--- src/logic/video_pkg.sv ---
package video_pkg;

	// raster timing, all counts in clk (28 MHz) units or dram cycles
	localparam int dram_cycle_clks   = 4;  // clocks per dram cycle, 7 MHz
	localparam int fetch_dram_cycles = 16; // dram cycles per fetch cycle
	localparam int fetch_words       = 4;  // words per gfx fetch cycle
	localparam int xs_words          = 2;  // words per x-scroll fetch cycle
	localparam int line_slots        = 8;  // fetch cycles per line

	// slot map of one line
	localparam int xs_slot        = 0;
	localparam int gfx_first_slot = 1;
	localparam int gfx_last_slot  = 6; // slot 7 stays idle

	// outstanding requests the arbiter may hold
	localparam int credits_init = 2;

	localparam int vaddr_w = 21; // dram word address

	// register map
	localparam int reg_addr_w = 2;
	localparam logic [reg_addr_w-1:0] reg_ctrl     = 2'd0; // bit0 gfx_en, bit1 xs_en
	localparam logic [reg_addr_w-1:0] reg_gfx_base = 2'd1;
	localparam logic [reg_addr_w-1:0] reg_xs_base  = 2'd2;
	localparam logic [reg_addr_w-1:0] reg_status   = 2'd3; // bit0 underrun, w1c

	// one 16-bit dram word, seen either as two pixel bytes
	// or as an x-scroll entry
	typedef union packed
	{
		struct packed
		{
			logic [7:0] hi; // goes to the lower pic byte
			logic [7:0] lo; // goes to the upper pic byte
		} gfx;
		struct packed
		{
			logic [6:0] rsvd;   // unused upper bits
			logic [8:0] scroll; // scroll offset in pixels
		} xs;
	} video_word_u;

endpackage

--- src/logic/video_ifs.sv ---
`timescale 1ns/1ps

// dram cycle and fetch cycle strobes from the sequencer
interface seq_if;
	logic                                 cend;        // last clk of dram cycle
	logic                                 pre_cend;    // one clk before cend
	logic                                 fetch_start; // cend closing dram cycle 15
	logic [$clog2(video_pkg::line_slots)-1:0] slot;    // slot that begins next
	logic                                 line_start;  // fetch_start into slot 0

	modport src
	(
		output cend, pre_cend, fetch_start, slot, line_start
	);

	modport dst
	(
		input cend, pre_cend, fetch_start, slot, line_start
	);
endinterface

// config from the register block, underrun event back from the fetcher
interface cfg_if;
	logic                         gfx_en;
	logic                         xs_en;
	logic [video_pkg::vaddr_w-1:0] gfx_base;     // first gfx word of a line
	logic [video_pkg::vaddr_w-1:0] xs_base;      // first x-scroll word
	logic                         underrun_set; // one clk pulse per late slot

	modport regs
	(
		output gfx_en, xs_en, gfx_base, xs_base,
		input  underrun_set
	);

	modport fetch
	(
		input  gfx_en, xs_en, gfx_base, xs_base,
		output underrun_set
	);
endinterface

--- src/logic/video_regs.sv ---
`timescale 1ns/1ps

module video_regs
(
	input  logic                            clk,
	input  logic                            rst,
	input  logic                            reg_we,
	input  logic [video_pkg::reg_addr_w-1:0] reg_addr,
	input  logic [video_pkg::vaddr_w-1:0]    reg_wdata,
	output logic [video_pkg::vaddr_w-1:0]    reg_rdata,
	cfg_if.regs                             cfg
);

	logic underrun; // sticky status bit
	logic status_clr;

	// write of 1 to status bit 0
	assign status_clr = reg_we && (reg_addr == video_pkg::reg_status) && reg_wdata[0];

	always_ff @(posedge clk)
	begin
		if (rst)
		begin
			cfg.gfx_en   <= 1'b0;
			cfg.xs_en    <= 1'b0;
			cfg.gfx_base <= '0;
			cfg.xs_base  <= '0;
		end
		else if (reg_we)
		begin
			case (reg_addr)
				video_pkg::reg_ctrl:
				begin
					cfg.gfx_en <= reg_wdata[0];
					cfg.xs_en  <= reg_wdata[1];
				end
				video_pkg::reg_gfx_base: cfg.gfx_base <= reg_wdata;
				video_pkg::reg_xs_base:  cfg.xs_base  <= reg_wdata;
				default: ; // status handled below
			endcase
		end
	end

	// set beats clear when both land on one clk
	always_ff @(posedge clk)
	begin
		if (rst)
			underrun <= 1'b0;
		else if (cfg.underrun_set)
			underrun <= 1'b1;
		else if (status_clr)
			underrun <= 1'b0;
	end

	// readback, plain mux
	always_comb
	begin
		case (reg_addr)
			video_pkg::reg_ctrl:     reg_rdata = {{(video_pkg::vaddr_w-2){1'b0}}, cfg.xs_en, cfg.gfx_en};
			video_pkg::reg_gfx_base: reg_rdata = cfg.gfx_base;
			video_pkg::reg_xs_base:  reg_rdata = cfg.xs_base;
			default:                 reg_rdata = {{(video_pkg::vaddr_w-1){1'b0}}, underrun};
		endcase
	end

	// fetcher only reports late slots of an enabled kind
	a_underrun_needs_en: assert property (@(posedge clk) disable iff (rst)
		cfg.underrun_set |-> (cfg.gfx_en || cfg.xs_en));

endmodule

--- src/logic/video_seq.sv ---
`timescale 1ns/1ps

module video_seq
(
	input  logic clk,
	input  logic rst,
	seq_if.src   seq
);

	localparam int clk_ctr_w = $clog2(video_pkg::dram_cycle_clks);
	localparam int dc_ctr_w  = $clog2(video_pkg::fetch_dram_cycles);
	localparam int slot_w    = $clog2(video_pkg::line_slots);

	logic [clk_ctr_w-1:0] clk_ctr;  // position inside a dram cycle
	logic [dc_ctr_w-1:0]  dc_ctr;   // dram cycle inside a fetch cycle
	logic [slot_w-1:0]    slot_ctr; // slot currently running

	// 28 MHz to 7 MHz, wraps by itself
	always_ff @(posedge clk)
	begin
		if (rst)
			clk_ctr <= '0;
		else
			clk_ctr <= clk_ctr + 1'b1;
	end

	// strobes decoded from the clk counter
	assign seq.pre_cend = (clk_ctr == clk_ctr_w'(video_pkg::dram_cycle_clks - 2));
	assign seq.cend     = (clk_ctr == clk_ctr_w'(video_pkg::dram_cycle_clks - 1));

	// dram cycle counter, steps once per cend
	always_ff @(posedge clk)
	begin
		if (rst)
			dc_ctr <= '0;
		else if (seq.cend)
			dc_ctr <= dc_ctr + 1'b1;
	end

	// last cend of the fetch cycle
	assign seq.fetch_start = seq.cend &&
		(dc_ctr == dc_ctr_w'(video_pkg::fetch_dram_cycles - 1));

	// slot counter
	// starts on the idle slot so the first full fetch cycle is slot 0
	always_ff @(posedge clk)
	begin
		if (rst)
			slot_ctr <= slot_w'(video_pkg::line_slots - 1);
		else if (seq.fetch_start)
			slot_ctr <= slot_ctr + 1'b1;
	end

	assign seq.slot       = slot_ctr + 1'b1; // next slot, wraps 7 -> 0
	assign seq.line_start = seq.fetch_start && (seq.slot == '0);

	// strobe ordering as seen by the fetcher
	a_cend_after_pre: assert property (@(posedge clk) disable iff (rst)
		seq.cend |-> $past(seq.pre_cend));

	// dram cycle count wraps only if fetch_start fell on a cend
	a_fetch_on_cend: assert property (@(posedge clk) disable iff (rst)
		seq.fetch_start |=> (dc_ctr == '0));

endmodule

--- src/logic/video_fetch.sv ---
`timescale 1ns/1ps

module video_fetch
(
	input  logic                         clk,
	input  logic                         rst,
	input  logic                         video_strobe, // data valid from arbiter
	input  logic [15:0]                  video_data,
	input  logic                         credit_ret,   // one credit back
	output logic                         video_req,
	output logic [video_pkg::vaddr_w-1:0] video_addr,
	output logic [63:0]                  pic_bits,     // to renderer
	output logic                         pic_valid,
	output logic [8:0]                   xs0,
	output logic [8:0]                   xs1,
	seq_if.dst                           seq,
	cfg_if.fetch                         cfg
);

	logic [1:0] credits;     // free request slots at the arbiter
	logic [1:0] in_flight;   // requests issued, data not yet back
	logic [1:0] discard_cnt; // stale words still to be dropped
	logic       slot_gfx;    // current slot fetches gfx
	logic       slot_xs;     // current slot fetches x-scroll
	logic [2:0] cur_slot;
	logic [2:0] issue_cnt;   // requests sent this slot
	logic [2:0] fill_cnt;    // words stored this slot, also fill pointer
	logic [2:0] n_words;
	logic [4:0] line_word;   // gfx word offset of the slot within the line
	logic [4:0] gfx_off;
	logic       nxt_gfx;
	logic       nxt_xs;
	logic       stale;
	logic       take;
	logic       pic_pend;    // judged good, pic_bits load next clk
	video_pkg::video_word_u word_in;
	video_pkg::video_word_u wbuf [video_pkg::fetch_words];

	assign word_in = video_data; // decoded per slot kind

	// kind of the slot that starts on this fetch_start
	assign nxt_gfx = cfg.gfx_en && (seq.slot >= video_pkg::gfx_first_slot) &&
		(seq.slot <= video_pkg::gfx_last_slot);
	assign nxt_xs  = cfg.xs_en && (seq.slot == video_pkg::xs_slot);

	assign n_words = slot_xs ? 3'(video_pkg::xs_words) : 3'(video_pkg::fetch_words);

	// one request per dram cycle at most, never on the closing cend
	assign video_req = seq.cend && !seq.fetch_start && (slot_gfx || slot_xs) &&
		(issue_cnt < n_words) && (credits != 2'd0);

	assign gfx_off    = line_word + issue_cnt; // up to 23
	assign video_addr = slot_xs ?
		cfg.xs_base + {{(video_pkg::vaddr_w-3){1'b0}}, issue_cnt} :
		cfg.gfx_base + {{(video_pkg::vaddr_w-5){1'b0}}, gfx_off};

	// late slot, judged with the enables still on
	assign cfg.underrun_set = seq.fetch_start &&
		((slot_gfx && cfg.gfx_en && (fill_cnt < 3'(video_pkg::fetch_words))) ||
		 (slot_xs && cfg.xs_en && (fill_cnt < 3'(video_pkg::xs_words))));

	// words of a finished slot are dropped, credits still come back
	assign stale = video_strobe && (seq.fetch_start || (discard_cnt != 2'd0));
	assign take  = video_strobe && !stale;

	always_ff @(posedge clk)
	begin
		if (rst)
		begin
			credits     <= 2'(video_pkg::credits_init);
			in_flight   <= 2'd0;
			discard_cnt <= 2'd0;
		end
		else
		begin
			case ({video_req, credit_ret})
				2'b10: credits <= credits - 2'd1;
				2'b01: credits <= credits + 2'd1;
				default: ;
			endcase
			case ({video_req, video_strobe})
				2'b10: in_flight <= in_flight + 2'd1;
				2'b01: in_flight <= in_flight - 2'd1;
				default: ;
			endcase
			if (seq.fetch_start) // all outstanding words go stale
				discard_cnt <= video_strobe ? in_flight - 2'd1 : in_flight;
			else if (stale)
				discard_cnt <= discard_cnt - 2'd1;
		end
	end

	// slot bookkeeping, like fetch_ptr_clr
	always_ff @(posedge clk)
	begin
		if (rst)
		begin
			slot_gfx  <= 1'b0;
			slot_xs   <= 1'b0;
			cur_slot  <= 3'(video_pkg::line_slots - 1);
			issue_cnt <= 3'd0;
			fill_cnt  <= 3'd0;
			line_word <= 5'd0;
			pic_pend  <= 1'b0;
		end
		else
		begin
			pic_pend <= seq.fetch_start && slot_gfx && cfg.gfx_en &&
				(fill_cnt == 3'(video_pkg::fetch_words));
			if (seq.fetch_start)
			begin
				slot_gfx  <= nxt_gfx;
				slot_xs   <= nxt_xs;
				cur_slot  <= seq.slot;
				issue_cnt <= 3'd0;
				fill_cnt  <= 3'd0;
				if (seq.line_start)
					line_word <= 5'd0;
				else if ((cur_slot >= video_pkg::gfx_first_slot) &&
					(cur_slot <= video_pkg::gfx_last_slot))
					line_word <= line_word + 5'(video_pkg::fetch_words); // skip dropped too
			end
			else
			begin
				if (video_req)
					issue_cnt <= issue_cnt + 3'd1;
				if (take && (fill_cnt < 3'(video_pkg::fetch_words)))
					fill_cnt <= fill_cnt + 3'd1;
			end
		end
	end

	// word buffer
	always_ff @(posedge clk)
	begin
		if (take && (fill_cnt < 3'(video_pkg::fetch_words)))
			wbuf[fill_cnt[1:0]] <= word_in;
	end

	// renderer side, 2 clks after fetch_start
	always_ff @(posedge clk)
	begin
		if (rst)
		begin
			pic_valid <= 1'b0;
			pic_bits  <= '0;
			xs0       <= 9'd0;
			xs1       <= 9'd0;
		end
		else
		begin
			pic_valid <= pic_pend;
			if (pic_pend)
			begin
				for (int i = 0; i < video_pkg::fetch_words; i++)
				begin
					pic_bits[16*i +: 8]   <= wbuf[i].gfx.hi; // hi byte shown first
					pic_bits[16*i+8 +: 8] <= wbuf[i].gfx.lo;
				end
			end
			if (take && slot_xs && (fill_cnt == 3'd0))
				xs0 <= word_in.xs.scroll;
			if (take && slot_xs && (fill_cnt == 3'd1))
				xs1 <= word_in.xs.scroll;
		end
	end

	// credit count and in-flight count must agree, arbiter never overfilled
	a_req_has_credit: assert property (@(posedge clk) disable iff (rst)
		video_req |-> (in_flight < 2'(video_pkg::credits_init)));

	// arbiter must not return more than it was given
	a_credit_limit: assert property (@(posedge clk) disable iff (rst)
		credits <= 2'(video_pkg::credits_init));

endmodule

--- src/logic/video_top.sv ---
`timescale 1ns/1ps

module video_top
(
	input  logic                            clk,
	input  logic                            rst,

	// register bus
	input  logic                            reg_we,
	input  logic [video_pkg::reg_addr_w-1:0] reg_addr,
	input  logic [video_pkg::vaddr_w-1:0]    reg_wdata,
	output logic [video_pkg::vaddr_w-1:0]    reg_rdata,

	// dram arbiter side
	output logic                            video_req,
	output logic [video_pkg::vaddr_w-1:0]    video_addr,
	input  logic                            video_strobe,
	input  logic [15:0]                     video_data,
	input  logic                            credit_ret,

	// renderer side
	output logic [63:0]                     pic_bits,
	output logic                            pic_valid,
	output logic [8:0]                      xs0,
	output logic [8:0]                      xs1
);

	seq_if seq_bus(); // sequencer strobes
	cfg_if cfg_bus(); // mode bits, bases, underrun event

	video_regs regs_i
	(
		.clk       (clk),
		.rst       (rst),
		.reg_we    (reg_we),
		.reg_addr  (reg_addr),
		.reg_wdata (reg_wdata),
		.reg_rdata (reg_rdata),
		.cfg       (cfg_bus.regs)
	);

	video_seq seq_i
	(
		.clk (clk),
		.rst (rst),
		.seq (seq_bus.src)
	);

	video_fetch fetch_i
	(
		.clk          (clk),
		.rst          (rst),
		.video_strobe (video_strobe),
		.video_data   (video_data),
		.credit_ret   (credit_ret),
		.video_req    (video_req),
		.video_addr   (video_addr),
		.pic_bits     (pic_bits),
		.pic_valid    (pic_valid),
		.xs0          (xs0),
		.xs1          (xs1),
		.seq          (seq_bus.dst),
		.cfg          (cfg_bus.fetch)
	);

endmodule

--- config.mk ---
export PLATFORM = sky130hd
export DESIGN_NAME = video_top
export DESIGN_NICKNAME = d
export VERILOG_FILES = /design/src/logic/video_pkg.sv /design/src/logic/video_ifs.sv /design/src/logic/video_regs.sv /design/src/logic/video_seq.sv /design/src/logic/video_fetch.sv /design/src/logic/video_top.sv
export SDC_FILE = /design/constraint.sdc
export NUM_CORES = 1
export LEC_CHECK = 0
export ABC_CLOCK_PERIOD_IN_PS = 2800
export BUFFER_PORTS_ARGS = -buffer_cell sky130_fd_sc_hd__buf_2
export CAP_MARGIN = 15
export CORE_UTILIZATION = 45
export DETAILED_ROUTE_END_ITERATION = 8
export GPL_TIMING_DRIVEN = 1
export PLACE_DENSITY = 0.73
export REMOVE_ABC_BUFFERS = 1
export SLEW_MARGIN = 20
export SYNTH_ARGS = -nofsm -noshare
export SYNTH_HDL_FRONTEND = slang
export SYNTH_SLANG_ARGS = --single-unit
--- constraint.sdc ---
create_clock -name clk -period 2.8 [get_ports clk]
set_input_delay 0.28 -clock clk [delete_from_list [all_inputs] [get_ports clk]]
set_output_delay 0.28 -clock clk [all_outputs]
set_load 0.02 [all_outputs]
==> results.cfg <==
[timing]
final.setup.tns_ns = -1.98
setup_viol = 16
fmax_mhz = 335
timing.hold.ws_ns = 0.0214
hold_viol = 0
tightest_slew_ns = 0.972
fin_crit_ns = 2.99
layout_setup_ws_ns = -0.188
finClkSkew_ns = 0.0167
maxSlewViolCount = 0
period_share = 1.07
slew-limit-headroom = 0.352
rsz0062_at_grt = yes

[clock_tree]
numCtsBuffers = 24
cts_tree = done
cts.clk_slew.worst_paths_ns = 0.06
clock-root-buffer = clkbuf_16
clockBufferDepth = 3
clock_latency_ns = 0.51
cts_sinks = 219
cts_max_level = 1

[floorplan]
io_pins = 170
fp.dieH_um = 145
rows = 52
die_area_mm2 = 0.0211
start_util = 0.459
coreArea_mm2 = 0.0202
die_w_um = 145

[layout]
multi_input_area_mm2 = 0.00402
num-fill-cells = 1739
layout.area.seq_mm2 = 0.00503
diodes = 0
nNetsFinal = 1129
drive_gt1_frac = 0.253
area_delta_synth_final_pct = 24.1
final_area_mm2 = 0.0115

[run]
max_cap_violations = 0

[drt]
drt_iter0_drc = 298
routedWlPerCell_um = 16.0
drtAntennaViolNets = 0
routed_via_density = 5.11
firstDrtPassIters = 5
drc = 0
num_vias = 6879
wl_mm = 21.5

[power]
p_total_w = 0.00728
power.density_mw_per_mm2 = 633
irDropWorstVdd_v = 0.000507
p_leak_nw = 4.70

[synth]
yosysMostFrequentCell = dfxtp_1
syn_area_mm2 = 0.00926
synthTopCellsByArea = dfxtp_1 34%, edfxtp_1 21%, mux2i_1 11%
syn_inst = 880
ys_warn_count = 0
syn_avg_cell_area_um2 = 10.5
synth.distinct_cells = 56
synth-edff-count = 64
yosysTopAreaCell = dfxtp_1
yosys_most_used_dff = dfxtp_1
ys_seq_area_frac = 0.543
synthArstFlopShare = 0
ys_seq_elements = 219
synth_common_cells = 155 x dfxtp_1, 111 x nor2_1, 109 x nand2_1, 102 x mux2i_1, 64 x edfxtp_1
synth_top_area_share = 0.335

[setup_path]
reg2reg_depth = 10
critical_path.max_fanout = 5
rrSetupSlack_ns = 0.33
cp_data_arrival_time_ns = 2.71
worstPathRequired_ns = 2.52
critPathLaunchType = register
timing.rr.start = fetch_i.issue_cnt[2]
critPathCaptureType = output port
worstSetupPathType = reg2out
worst_r2r_endpoint = fetch_i.credits[1]

[grt]
grt_antenna_before_repair = 0
grt_pass1_wl_mm = 35.0
grt_max_degree = 70
grt_usage = 0.203
grt_pass1_vias = 6764
gr-total-overflow = 0

[hold_path]
min_path_type = in2reg
hold_path_depth = 1
whs_endpoint = fetch_i.wbuf[2][2]
hp-start = video_data[2]

[place]
place_hpwl_mm = 14.3
placed_area_mm2 = 0.0103
portBuffers = 169
gp_congestion = 0.831

[status]
violations = negative setup slack
status = complete, but fails checks
## routing by layer
metal / up-vias / track usage / share of wire
met4: 0 / 0.0416 / 0.016
met3: 32 / 0.0408 / 0.068
met5: - / 0 / 0
li1: 3403 / - / -
met2: 219 / 0.336 / 0.45
met1: 3225 / 0.276 / 0.46
## registers in the layout (all words and copies together), names as in the netlist, 2 cells and up
signal	count
fetch_i.xs1	9
fetch_i.xs0	9
regs_i.cfg.gfx_base	21
seq_i.dc_ctr	4
seq_i.clk_ctr	2
fetch_i.issue_cnt	3
pic_bits	61
fetch_i.discard_cnt	2
fetch_i.in_flight	2
regs_i.cfg.xs_base	21
fetch_i.pic_bits	3
fetch_i.fill_cnt	3
seq_i.slot_ctr	3
fetch_i.line_word	3
fetch_i.wbuf	64
fetch_i.credits	2
## worst max-delay path, stage by stage, from the launching register on
cell and delay, ns:
dfxtp_2 0.34, ha_4 0.16, xor2_1 0.14, ha_1 0.37, nand4_1 0.18, o211ai_4 0.28, buf_12 0.16, nand3_1 0.09
xnor2_1 0.15, mux2i_1 0.16, buf_4 0.17
## kinds of logic (layout without fill, tap and decap cells)
kind of cell	Yosys count	in the layout	share of synthesized area
multiplexers	104	104	0.114
XOR/XNOR	51	51	0.0483
buffers and inverters	63	258	0.0320
adder cells (fa/ha/maj)	28	28	0.0395
AND/OR/NAND/NOR	307	307	0.151
AO/OA/AOI/OAI	108	108	0.0726
flip-flops	219	219	0.543
## what timing repair did
item | 4_1_cts | 5_1_grt
setup buffers | 6 | 3
gates resized for setup | 26 | 13
hold buffers | 6 | 0
endpoints found under the hold margin | 24 | 0
pin swaps | 6 | 8
setup endpoints to repair | 16 | 17
cloned | 0 | 0
## placed cells by master (no fill, tap or decap), types with 4 or more instances in the layout
cell / instances
nor2_1: 111
nand3b_1: 5
dfxtp_2: 4
and2_1: 6
a21oi_1: 58
a22o_1: 18
bufinv_16: 5
ha_1: 24
nand4_1: 13
xor2_1: 34
mux2i_1: 102
and4_1: 5
o21ai_0: 13
nand2_1: 107
edfxtp_1: 64
dlygate4sd3_1: 6
nor2b_1: 6
xnor2_1: 17
clkbuf_16: 25
buf_4: 36
nand2b_1: 4
buf_2: 155
and3_1: 5
inv_1: 13
dfxtp_1: 150
nand3_1: 14
nand3_2: 7
## how the worst max path moves through the flow
stage / start / end / slack, ns
6_report: fetch_i.issue_cnt[2] / video_addr[16] / -0.19
5_1_grt: fetch_i.issue_cnt[2] / video_addr[20] / -0.29
4_1_cts: fetch_i.line_word[2] / video_addr[16] / -0.16
3_5_place_dp: fetch_i.issue_cnt[2] / video_addr[10] / 0.22
3_3_place_gp: fetch_i.issue_cnt[0] / video_addr[12] / 0.28
2_1_floorplan: fetch_i.slot_xs / fetch_i.credits[1] / -0.50
## area by class of cell
| type | count | area share |
|---|---|---|
| sequential | 219 | 0.438 |
| clock inverter | 14 | 0.0179 |
| clock buffer | 30 | 0.0578 |
| timing repair buffer | 201 | 0.103 |
| tap | 270 | 0.0294 |
| inverter | 13 | 0.00425 |
| multi-input combinational | 598 | 0.350 |
## stage by stage
step | std cells | worst slack, ns | util
2_1_floorplan | 830 | -0.502 | -
3_3_place_gp | 1286 | 0.281 | 0.513
3_5_place_dp | 1286 | 0.218 | 0.513
4_1_cts | 1342 | -0.159 | 0.566
5_1_grt | 1345 | -0.292 | 0.569
6_report | 1345 | -0.188 | 0.569
## power breakdown
part | switching, W | leakage [nW] | internal, W | total (W)
combinational | 0.000259 | 2.44 | 0.000142 | 0.000401
clock | 0.00126 | 0.421 | 0.00215 | 0.00341
sequential | 0.0000653 | 1.84 | 0.00340 | 0.00346
No activity file was read; power rests on OpenSTA's default activity.
